===== src/verilog/cop_mcu_pkg.sv =====
//~~~~~~~~~~~~~~~~~~~~~~~~~~~~~~~~~~~~~~~~~~~~~~~~~~~~~~~~~~~~~~~~~~~~~~~~~~
// MCU side types of the link: 8751 port width, ROM bank flag fields
// and the states of the MCU interrupt line
//~~~~~~~~~~~~~~~~~~~~~~~~~~~~~~~~~~~~~~~~~~~~~~~~~~~~~~~~~~~~~~~~~~~~~~~~~~
`default_nettype none

package cop_mcu_pkg;

    // Each 8751 port is one byte wide
    localparam int PORT_W = 8;

    // Select lines 5 to 3 as seen on port 3
    localparam int SEL_HI_W = 3;

    // Paired bank flags on port 1
    localparam int FLAG2_W = 2;

    // Character ROM bank on port 3 bits 2 to 0
    localparam int CRBANK_W = 3;

    typedef logic [PORT_W-1:0] port_t;

    typedef logic [SEL_HI_W-1:0] sel_hi_t;

    typedef logic [FLAG2_W-1:0] flag2_t;

    typedef logic [CRBANK_W-1:0] crbank_t;

    // INT1 line towards the MCU, low while pending
    typedef enum logic {
        IRQ_IDLE    = 1'b0,
        IRQ_PENDING = 1'b1
    } irq_state_t;

endpackage

`default_nettype wire


===== src/verilog/cop_bus_pkg.sv =====
//~~~~~~~~~~~~~~~~~~~~~~~~~~~~~~~~~~~~~~~~~~~~~~~~~~~~~~~~~~~~~~~~~~~~~~~~~~
// Main CPU side types of the CPU to MCU link: data word, byte strobes
// and the select lines decoded by the CPU address map
//~~~~~~~~~~~~~~~~~~~~~~~~~~~~~~~~~~~~~~~~~~~~~~~~~~~~~~~~~~~~~~~~~~~~~~~~~~
`default_nettype none

package cop_bus_pkg;

    // 68000 data bus width
    localparam int WORD_W = 16;

    // One active-low strobe per byte lane
    localparam int DSN_W = 2;

    // MCU select lines from the main CPU decoder
    localparam int SEL_W = 6;

    // CPU data word, upper byte in bits 15 to 8
    typedef logic [WORD_W-1:0] word_t;

    // Byte strobes, bit 1 upper byte, bit 0 lower byte
    typedef logic [DSN_W-1:0] dsn_t;

    // Bit 0 is the mailbox select, bits 5 to 3 are read back by the MCU
    typedef logic [SEL_W-1:0] sel_t;

endpackage

`default_nettype wire

===== src/verilog/cop_mcu_link.sv =====
//~~~~~~~~~~~~~~~~~~~~~~~~~~~~~~~~~~~~~~~~~~~~~~~~~~~~~~~~~~~~~~~~~~~~~~~~~~
// CPU to protection MCU link at 24 MHz: enable divider, host mailbox
// stage and MCU port stage
//~~~~~~~~~~~~~~~~~~~~~~~~~~~~~~~~~~~~~~~~~~~~~~~~~~~~~~~~~~~~~~~~~~~~~~~~~~
`timescale 1ns/1ps
`default_nettype none

module cop_mcu_link #(
    parameter int MCU_DIV = 3
) (
    input  logic                 clk24,
    input  logic                 rst24,
    // Main CPU side
    input  cop_bus_pkg::sel_t    sel,
    input  logic                 rnw,
    input  cop_bus_pkg::dsn_t    dsn,
    input  cop_bus_pkg::word_t   cpu_dout,
    output cop_bus_pkg::word_t   mcu_dout,
    // MCU ports
    input  cop_mcu_pkg::port_t   p0o,
    input  cop_mcu_pkg::port_t   p1o,
    input  cop_mcu_pkg::port_t   p2o,
    input  cop_mcu_pkg::port_t   p3o,
    output cop_mcu_pkg::port_t   p0i,
    output cop_mcu_pkg::port_t   p3i,
    output logic                 int1n,
    output logic                 cen_mcu,
    // ROM bank flags
    output cop_mcu_pkg::flag2_t  snd_flag,
    output cop_mcu_pkg::flag2_t  b1_flag,
    output cop_mcu_pkg::flag2_t  mix_flag,
    output logic                 b0_flag,
    output cop_mcu_pkg::crbank_t cr_bank
);

    import cop_bus_pkg::*;
    import cop_mcu_pkg::*;

    word_t   mcu_din;
    logic    req;
    sel_hi_t sel_hi;

    cop_cen_gen #(
        .MCU_DIV ( MCU_DIV )
    ) u_cen (
        .clk24   ( clk24   ),
        .rst24   ( rst24   ),
        .cen_mcu ( cen_mcu )
    );

    cop_host_latch u_host (
        .clk24    ( clk24    ),
        .rst24    ( rst24    ),
        .sel      ( sel      ),
        .rnw      ( rnw      ),
        .dsn      ( dsn      ),
        .cpu_dout ( cpu_dout ),
        .mcu_din  ( mcu_din  ),
        .req      ( req      ),
        .sel_hi   ( sel_hi   )
    );

    cop_mcu_port u_port (
        .clk24    ( clk24    ),
        .rst24    ( rst24    ),
        .cen_mcu  ( cen_mcu  ),
        .p0o      ( p0o      ),
        .p1o      ( p1o      ),
        .p2o      ( p2o      ),
        .p3o      ( p3o      ),
        .mcu_din  ( mcu_din  ),
        .req      ( req      ),
        .sel_hi   ( sel_hi   ),
        .p0i      ( p0i      ),
        .p3i      ( p3i      ),
        .int1n    ( int1n    ),
        .mcu_dout ( mcu_dout ),
        .snd_flag ( snd_flag ),
        .b1_flag  ( b1_flag  ),
        .mix_flag ( mix_flag ),
        .b0_flag  ( b0_flag  ),
        .cr_bank  ( cr_bank  )
    );

endmodule

`default_nettype wire


===== src/verilog/cop_mcu_port.sv =====
//~~~~~~~~~~~~~~~~~~~~~~~~~~~~~~~~~~~~~~~~~~~~~~~~~~~~~~~~~~~~~~~~~~~~~~~~~~
// MCU port stage: port 2 strobe decode into mailbox byte reads/writes,
// INT1 request handling and the ROM bank flags driven on ports 1 and 3
//~~~~~~~~~~~~~~~~~~~~~~~~~~~~~~~~~~~~~~~~~~~~~~~~~~~~~~~~~~~~~~~~~~~~~~~~~~
`timescale 1ns/1ps
`default_nettype none

module cop_mcu_port (
    input  logic                 clk24,
    input  logic                 rst24,
    input  logic                 cen_mcu,
    input  cop_mcu_pkg::port_t   p0o,
    input  cop_mcu_pkg::port_t   p1o,
    input  cop_mcu_pkg::port_t   p2o,
    input  cop_mcu_pkg::port_t   p3o,
    input  cop_bus_pkg::word_t   mcu_din,
    input  logic                 req,
    input  cop_mcu_pkg::sel_hi_t sel_hi,
    output cop_mcu_pkg::port_t   p0i,
    output cop_mcu_pkg::port_t   p3i,
    output logic                 int1n,
    output cop_bus_pkg::word_t   mcu_dout,
    output cop_mcu_pkg::flag2_t  snd_flag,
    output cop_mcu_pkg::flag2_t  b1_flag,
    output cop_mcu_pkg::flag2_t  mix_flag,
    output logic                 b0_flag,
    output cop_mcu_pkg::crbank_t cr_bank
);

    import cop_mcu_pkg::*;

    irq_state_t irq_state;

    logic rd_hi;
    logic rd_lo;
    logic wr_lo;
    logic wr_hi;
    logic irq_ack;

    // Port 2 strobes are all active low
    assign rd_hi   = ~p2o[4];
    assign rd_lo   = ~p2o[5];
    assign wr_lo   = ~p2o[6];
    assign wr_hi   = ~p2o[7];
    assign irq_ack = ~p2o[3];

    // MCU reads back select lines 5..3 on the top of port 3
    assign p3i = {sel_hi, p3o[4:0]};

    assign int1n = (irq_state != IRQ_PENDING);

    // Request is taken on any edge, acknowledge only when the MCU runs
    always_ff @(posedge clk24, posedge rst24) begin
        if (rst24) begin
            irq_state <= IRQ_IDLE;
        end else begin
            case (irq_state)
                IRQ_IDLE: begin
                    if (req && !(cen_mcu && irq_ack)) begin
                        irq_state <= IRQ_PENDING;
                    end
                end
                IRQ_PENDING: begin
                    if (cen_mcu && irq_ack) begin
                        irq_state <= IRQ_IDLE;
                    end
                end
                default: irq_state <= IRQ_IDLE;
            endcase
        end
    end

    // Mailbox byte transfers, one per MCU enable
    always_ff @(posedge clk24, posedge rst24) begin
        if (rst24) begin
            p0i      <= '0;
            mcu_dout <= '0;
        end else if (cen_mcu) begin
            if (rd_hi) begin
                p0i <= mcu_din[15:8];
            end
            // lower lane takes over if firmware pulls both
            if (rd_lo) begin
                p0i <= mcu_din[7:0];
            end
            if (wr_hi) begin
                mcu_dout[15:8] <= p0o;
            end
            if (wr_lo) begin
                mcu_dout[7:0] <= p0o;
            end
        end
    end

    // ROM bank flags
    always_ff @(posedge clk24, posedge rst24) begin
        if (rst24) begin
            snd_flag <= '0;
            b1_flag  <= '0;
            b0_flag  <= 1'b0;
            mix_flag <= '0;
            cr_bank  <= '0;
        end else if (cen_mcu) begin
            {snd_flag, b1_flag, b0_flag, mix_flag} <= p1o[6:0];
            cr_bank <= p3o[2:0];
        end
    end

endmodule

`default_nettype wire


===== src/verilog/cop_host_latch.sv =====
//~~~~~~~~~~~~~~~~~~~~~~~~~~~~~~~~~~~~~~~~~~~~~~~~~~~~~~~~~~~~~~~~~~~~~~~~~~
// Host side of the MCU mailbox: catches CPU word writes by byte lane,
// turns the select 0 rising edge into a request pulse
//~~~~~~~~~~~~~~~~~~~~~~~~~~~~~~~~~~~~~~~~~~~~~~~~~~~~~~~~~~~~~~~~~~~~~~~~~~
`timescale 1ns/1ps
`default_nettype none

module cop_host_latch (
    input  logic                 clk24,
    input  logic                 rst24,
    input  cop_bus_pkg::sel_t    sel,
    input  logic                 rnw,
    input  cop_bus_pkg::dsn_t    dsn,
    input  cop_bus_pkg::word_t   cpu_dout,
    output cop_bus_pkg::word_t   mcu_din,
    output logic                 req,
    output cop_mcu_pkg::sel_hi_t sel_hi
);

    import cop_bus_pkg::*;

    logic  sel0_last;
    logic  host_wr;
    word_t wr_mask;

    // Mailbox write cycle from the main CPU
    assign host_wr = sel[0] & ~rnw;

    // Expand the active-low strobes into a per-bit lane mask
    assign wr_mask = {{8{~dsn[1]}}, {8{~dsn[0]}}};

    // Mailbox word, later writes simply overwrite it
    always_ff @(posedge clk24, posedge rst24) begin
        if (rst24) begin
            mcu_din <= '0;
        end else if (host_wr) begin
            mcu_din <= (cpu_dout & wr_mask) | (mcu_din & ~wr_mask);
        end
    end

    // Edge detect on select 0 and read-back copy of the upper lines
    always_ff @(posedge clk24, posedge rst24) begin
        if (rst24) begin
            sel0_last <= 1'b0;
            req       <= 1'b0;
            sel_hi    <= '0;
        end else begin
            sel0_last <= sel[0];
            req       <= sel[0] & ~sel0_last;
            sel_hi    <= sel[5:3];
        end
    end

endmodule

`default_nettype wire


===== src/verilog/cop_cen_gen.sv =====
//~~~~~~~~~~~~~~~~~~~~~~~~~~~~~~~~~~~~~~~~~~~~~~~~~~~~~~~~~~~~~~~~~~~~~~~~~~
// MCU clock enable, one clk24 pulse every MCU_DIV cycles
//~~~~~~~~~~~~~~~~~~~~~~~~~~~~~~~~~~~~~~~~~~~~~~~~~~~~~~~~~~~~~~~~~~~~~~~~~~
`timescale 1ns/1ps
`default_nettype none

module cop_cen_gen #(
    parameter int MCU_DIV = 3
) (
    input  logic clk24,
    input  logic rst24,
    output logic cen_mcu
);

    // Counter needs at least one bit even for a divide by one
    localparam int CNT_W = (MCU_DIV > 1) ? $clog2(MCU_DIV) : 1;
    localparam logic [CNT_W-1:0] CNT_LAST = CNT_W'(MCU_DIV - 1);

    logic [CNT_W-1:0] cnt;

    // Pulse is registered on the wrap, so the first one lands
    // MCU_DIV edges after reset goes away
    always_ff @(posedge clk24, posedge rst24) begin
        if (rst24) begin
            cnt     <= '0;
            cen_mcu <= 1'b0;
        end else begin
            if (cnt == CNT_LAST) begin
                cnt     <= '0;
                cen_mcu <= 1'b1;
            end else begin
                cnt     <= cnt + 1'b1;
                cen_mcu <= 1'b0;
            end
        end
    end

endmodule

`default_nettype wire


===== config.mk =====
export PLATFORM = sky130hd
export DESIGN_NAME = cop_mcu_link
export DESIGN_NICKNAME = d
export VERILOG_FILES = /design/src/verilog/cop_mcu_pkg.sv /design/src/verilog/cop_bus_pkg.sv /design/src/verilog/cop_mcu_link.sv /design/src/verilog/cop_mcu_port.sv /design/src/verilog/cop_host_latch.sv /design/src/verilog/cop_cen_gen.sv
export SDC_FILE = /design/constraint.sdc
export NUM_CORES = 1
export LEC_CHECK = 0
export ABC_AREA = 1
export BUFFER_PORTS_ARGS = -buffer_cell sky130_fd_sc_hd__buf_2
export CAP_MARGIN = 20
export CORE_MARGIN = 3
export CORE_UTILIZATION = 25
export DETAILED_ROUTE_END_ITERATION = 8
export PLACE_DENSITY_LB_ADDON = 0.25
export SETUP_SLACK_MARGIN = 0.1
export SLEW_MARGIN = 20
export SYNTH_ARGS = -nofsm -noshare
export SYNTH_HDL_FRONTEND = slang
export SYNTH_SLANG_ARGS = --single-unit

===== constraint.sdc =====
create_clock -name clk24 -period 2.2 [get_ports clk24]
set_clock_uncertainty 0.1 [all_clocks]
set_input_delay 0.33 -clock clk24 [delete_from_list [all_inputs] [get_ports clk24]]
set_output_delay 0.33 -clock clk24 [all_outputs]
set_load 0.01 [all_outputs]

==> run metrics, run 1 <==
status=finished, final reports clean; Least-Margin Pin Slew=0.354 ns; CTS sink cnt=59; worst min path class=in2reg; Clock Pin Slew Worst Setup and Hold Paths=0.07 ns; detailed-route via count=1974; total congestion overflow=0; total setup buffers inserted after CTS=0; crit path kind=reg2out; clock root buffer=clkbuf_8; Critical Path AT=1.21 ns; synthesis-to-layout area growth=34.9%; number of max-slew violations in the final report=0; WL/cell=11.6 um; pwr dens=892 mW/mm^2; Cells after Synth=264; die width=103 um; HPWL after DPL=4000 um; synthesized cell area=0.00236 mm^2; part of the power in combinational logic=11.6%; core area=0.00893 mm^2; CTS H-tree lvls=3; share of post-route cells with drive strength above 1=31.1%; Initial Util=26.4%; Ports=103; DRT Pass-1 Iters=4; Hold Crit Start=p1o[5]; synth warn=0; Rel. slew slack=76.4%; number of global-route vias before repair=1911; post-detailed-routing wire length=5450 um; Clock Latency Late Sink=0.33 ns; top area cells in the synthesized netlist=dfrtp_1 63%, nand2_1 20%, nand4_1 4.2%, o21ai_1 3.4%, inv_1 2.5%; total CTS buffers=9; DP Area=0.00289 mm^2; #FFs+latches synth=59; Hold Vio Cnt, Final=0; initial antenna violation count=0; critical path peak fanout=8; hold slack=0.0952 ns; GPL Wtd Cong=0.702; area occupied by multi-input gates=718 um^2; crit path cell chain=buf_4 > buf_2; fmax=611 MHz; max-cap viol count=0; final setup fails=0; unrepaired setup endpoints after global routing=no; post-cts repair resize count=0; Mean Syn Cell Area=8.95 um^2; row cnt=34; Iter 0 DRT Violations=62; Finished Layout Cells=471; post-synth top area cell=dfrtp_1; Global Route Usage Sum=11.1%; leak pwr=1.79 nW; clock share of power=44.2%; Sequential Area=0.00148 mm^2; antenna violation net count after detailed routing=0; drc violations=0; ANT cells=0; fin crit share=74.4%; final instance area=0.00319 mm^2; CP Launch Type=register; vias per std cell=4.19; switching share of power=23.1%; R2R Path Start=u_cen.cen_mcu; syn_nets=323; first-pass GRT wire length=9150 um; Reg power frac=44.2%; sequential element share of the synthesized area=62.5%; Setup TNS=0 ns; Max Root-Sink Buffers=2; crit-path max cell delay=0.53 ns; TritonCTS clock tree=built; Peak supply drop=0.250 mV; nets=417; post-layout util=35.7%; CTS Hold Bufs=4; number of port buffers=89; fillers=953; switching power=0.000656 W; CP endpoint kind=primary output; Final min period=1.64 ns; die height=103 um; Cell Count Post-Placement=451; share of the synthesized area in the top cell type=62.5%; Internal=0.00219 W; CP max-delay cell=dfrtp_1; distinct cell type count after synthesis=14; die area=0.0107 mm^2; largest net degree at the start of global routing=60; required time worst endpoint=1.77 ns; Setup crit start=u_cen.cen_mcu
## cells by family (layout without fill, tap and decap cells)
kind of cell    count (synthesis)  count (layout)  share of synthesized area, %
simple gates                  155             155                          26.6
flops                          59              59                          62.5
buf+inv                        33             132                          7.10
compound gates                 17              17                          3.76
## cells in the final DEF, fill, tap and decap left out
cell	Yosys	final
clkinv_2	0	1
a21oi_2	1	1
inv_2	1	2
dfrtp_1	59	59
nand3_1	2	2
buf_12	0	1
o21ai_1	16	16
nand2_1	128	128
bufinv_16	0	3
inv_1	16	15
nand2_2	2	2
clkbuf_8	0	12
nand4_1	16	16
dlygate4sd3_1	0	4
clkinv_1	3	3
buf_4	6	2
buf_2	5	89
nor2_1	7	7
## Yosys cell counts
library cell and number:
o21ai_1 16, nand4_1 16, buf_4 6, buf_6 2
nand3_1 2, dfrtp_1 59, clkinv_1 3, inv_1 16
nand2_2 2, a21oi_2 1, buf_2 5, nor2_1 7
inv_2 1, nand2_1 128
## critical path: cells and delay by family (launching register included)
family,cells,cell delay (ns)
DFF,1,0.53
buffers and inverters,2,0.36
## final timing paths
kind                                       end  slack [ns]  cells past startpoint
min in group asynchronous     u_port.irq_state        0.50                      4
min                         u_port.snd_flag[0]         0.1                      3
max in group asynchronous  u_port.mcu_dout[10]        1.22                      4
min reg2reg                         u_host.req        0.30                      1
max reg2reg                      u_port.p0i[5]        0.83                      4
max                                    cen_mcu        0.56                      2
## power by group through the flow
stage | clock (W) | combinational [W] | sequential (W)
floorplan | 0 | 0.000157 | 0.00130
global placement | 0 | 0.000330 | 0.00127
detailed placement | 0 | 0.000335 | 0.00128
CTS | 0.00131 | 0.000341 | 0.00126
global route | 0.00136 | 0.000383 | 0.00127
finish | 0.00126 | 0.000330 | 0.00125
## final cells by class
cell class / instances / share of cell area, %
flip-flops and latches: 59 / 46.3
inverters: 20 / 2.36
multi-input cells: 172 / 22.5
repair buffers: 96 / 16.3
clock buffers: 12 / 5.18
clock inverters: 4 / 2.99
well taps: 108 / 4.24
## stage by stage
step,power [W],worst slack (ns)
2_1_floorplan,0.00146,0.314
3_3_place_gp,0.00160,0.797
3_5_place_dp,0.00161,0.793
4_1_cts,0.00290,0.518
5_1_grt,0.00301,0.457
6_report,0.00284,0.564
## layer usage
metal | part of all wire (%) | GRT usage (%) | wire length (um) | vias up
li1 | - | - | - | 1009
met5 | 0 | 0 | 0 | -
met4 | 1.6 | 5.38 | 87 | 0
met1 | 45 | 13.7 | 2440 | 889
met2 | 47 | 18.1 | 2590 | 66
met3 | 6.1 | 2.95 | 331 | 10
(Power assumes the default switching activity.)
==> run 2: changes to the inputs <==
==> constraint.sdc (replaced) <==
create_clock -name clk24 -period 1.5 [get_ports clk24]
set_clock_uncertainty 0.1 [all_clocks]
set_input_delay 0.225 -clock clk24 [delete_from_list [all_inputs] [get_ports clk24]]
set_output_delay 0.225 -clock clk24 [all_outputs]
set_load 0.01 [all_outputs]
==> run metrics, run 2 (synthesis gave the netlist of run 1 again) <==
most common cell after layout, fill and taps aside=nand2_1; WL/cell=11.5 um; row cnt=34; Least-Margin Pin Slew=0.367 ns; Setup TNS=0 ns; Cell Count Post-Placement=453; share of post-route cells with drive strength above 1=30.7%; CTS H-tree lvls=3; Tot Pwr=0.00391 W; DRT Pass-1 Iters=4; HPWL after DPL=3940 um; clock root buffer=clkbuf_8; unrepaired setup endpoints after global routing=no; total congestion overflow=0; Clock Latency Late Sink=0.33 ns; status=finished, final reports clean; critical path peak fanout=2; Ports=103; nets=429; number of global-route vias before repair=1906; first-pass GRT wire length=8950 um; Iter 0 DRT Violations=59; largest net degree at the start of global routing=60; total setup buffers inserted after CTS=0; crit path cell chain=dlygate4sd3_1 > buf_2 > buf_2; worst min path class=in2reg; Hold Vio Cnt, Final=0; TritonCTS clock tree=built; CP most frequent cell=buf_2; fmax=742 MHz; total CTS buffers=9; CP Launch Type=input pin; CTS sink cnt=59; detailed-route via count=1997; crit-path max cell delay=0.54 ns; required time worst endpoint=1.17 ns; antenna violation net count after detailed routing=0; Critical Path AT=1.02 ns; final instance area=0.00326 mm^2; hold slack=0.0229 ns; fillers=927; vias per std cell=4.13; ANT cells=0; Initial Util=26.4%; pwr dens=1200 mW/mm^2; drc violations=0; initial antenna violation count=0; die area=0.0107 mm^2; leak pwr=1.80 nW; CP endpoint kind=primary output; post-detailed-routing wire length=5540 um; Max Root-Sink Buffers=2; most frequent cells in the layout=128 x nand2_1, 89 x buf_2, 59 x dfrtp_1; CP max-delay cell=dlygate4sd3_1; final setup fails=0; Clock Pin Slew Worst Setup and Hold Paths=0.06 ns; synthesis-to-layout area growth=38.2%; number of max-slew violations in the final report=0; max-cap viol count=0; DP Area=0.00290 mm^2; die width=103 um; Peak supply drop=0.426 mV; GPL Wtd Cong=0.716; Rel. slew slack=75.5%; crit path kind=in2out; Final min period=1.35 ns; number of port buffers=89; Global Route Usage Sum=11.0%; core area=0.00893 mm^2; Finished Layout Cells=483; fin crit share=89.9%; die height=103 um
[run 2: routing by layer]
layer | part of all wire (%) | GRT usage (%)
met5 | 0 | 0
met2 | 48 | 18.5
met1 | 44 | 13.0
met4 | 1.0 | 4.18
met3 | 6.5 | 3.69
[run 2: critical path, delay by kind of cell]
kind / cells / cell delay [ns]
buffers and inverters: 3 / 0.80
[run 2: area by class of cell]
class                           count  area [um^2]  area share, %
Clock buffer                        9          124           3.79
Clock inverter                      7         92.6           2.84
Inverter                           20         78.8           2.41
Multi-Input combinational cell    172          718           22.0
Sequential cell                    59         1480           45.2
Tap cell                          108          135           4.14
Timing Repair Buffer              108          639           19.6
[run 2: what timing repair did]
item	4_1_cts	5_1_grt
hold endpoints to repair	72	0
resized for setup	0	1
endpoints found under the setup margin	0	1
hold buffers	14	0
[run 2: final timing paths]
check / from / endpoint / slack [ns] / cells after the start
worst max register to register: u_cen.cen_mcu / u_port.p0i[3] / 0.31 / 5
worst min register to register: u_host.sel0_last / u_host.req / 0.29 / 1
worst min-delay path: p2o[3] / u_port.irq_state / 0.02 / 3
worst max-delay path: p3o[1] / p3i[1] / 0.15 / 3
max in group asynchronous: rst24 / u_port.mcu_dout[14] / 0.61 / 4
min in group asynchronous: rst24 / u_host.sel_hi[2] / 0.41 / 4
[run 2: where the power goes]
part           internal [W]  total [W]  switching [W]
combinational      0.000229   0.000507       0.000278
sequential          0.00176    0.00184      0.0000831
clock              0.000928    0.00156       0.000631
[run 2: per-stage QoR]
step           utilization (%)  setup slack (ns)
3_3_place_gp              32.5             0.275
4_1_cts                   36.5             0.111
3_5_place_dp              32.5             0.243
5_1_grt                   36.5             0.125
6_report                  36.5             0.151
2_1_floorplan                -             0.437
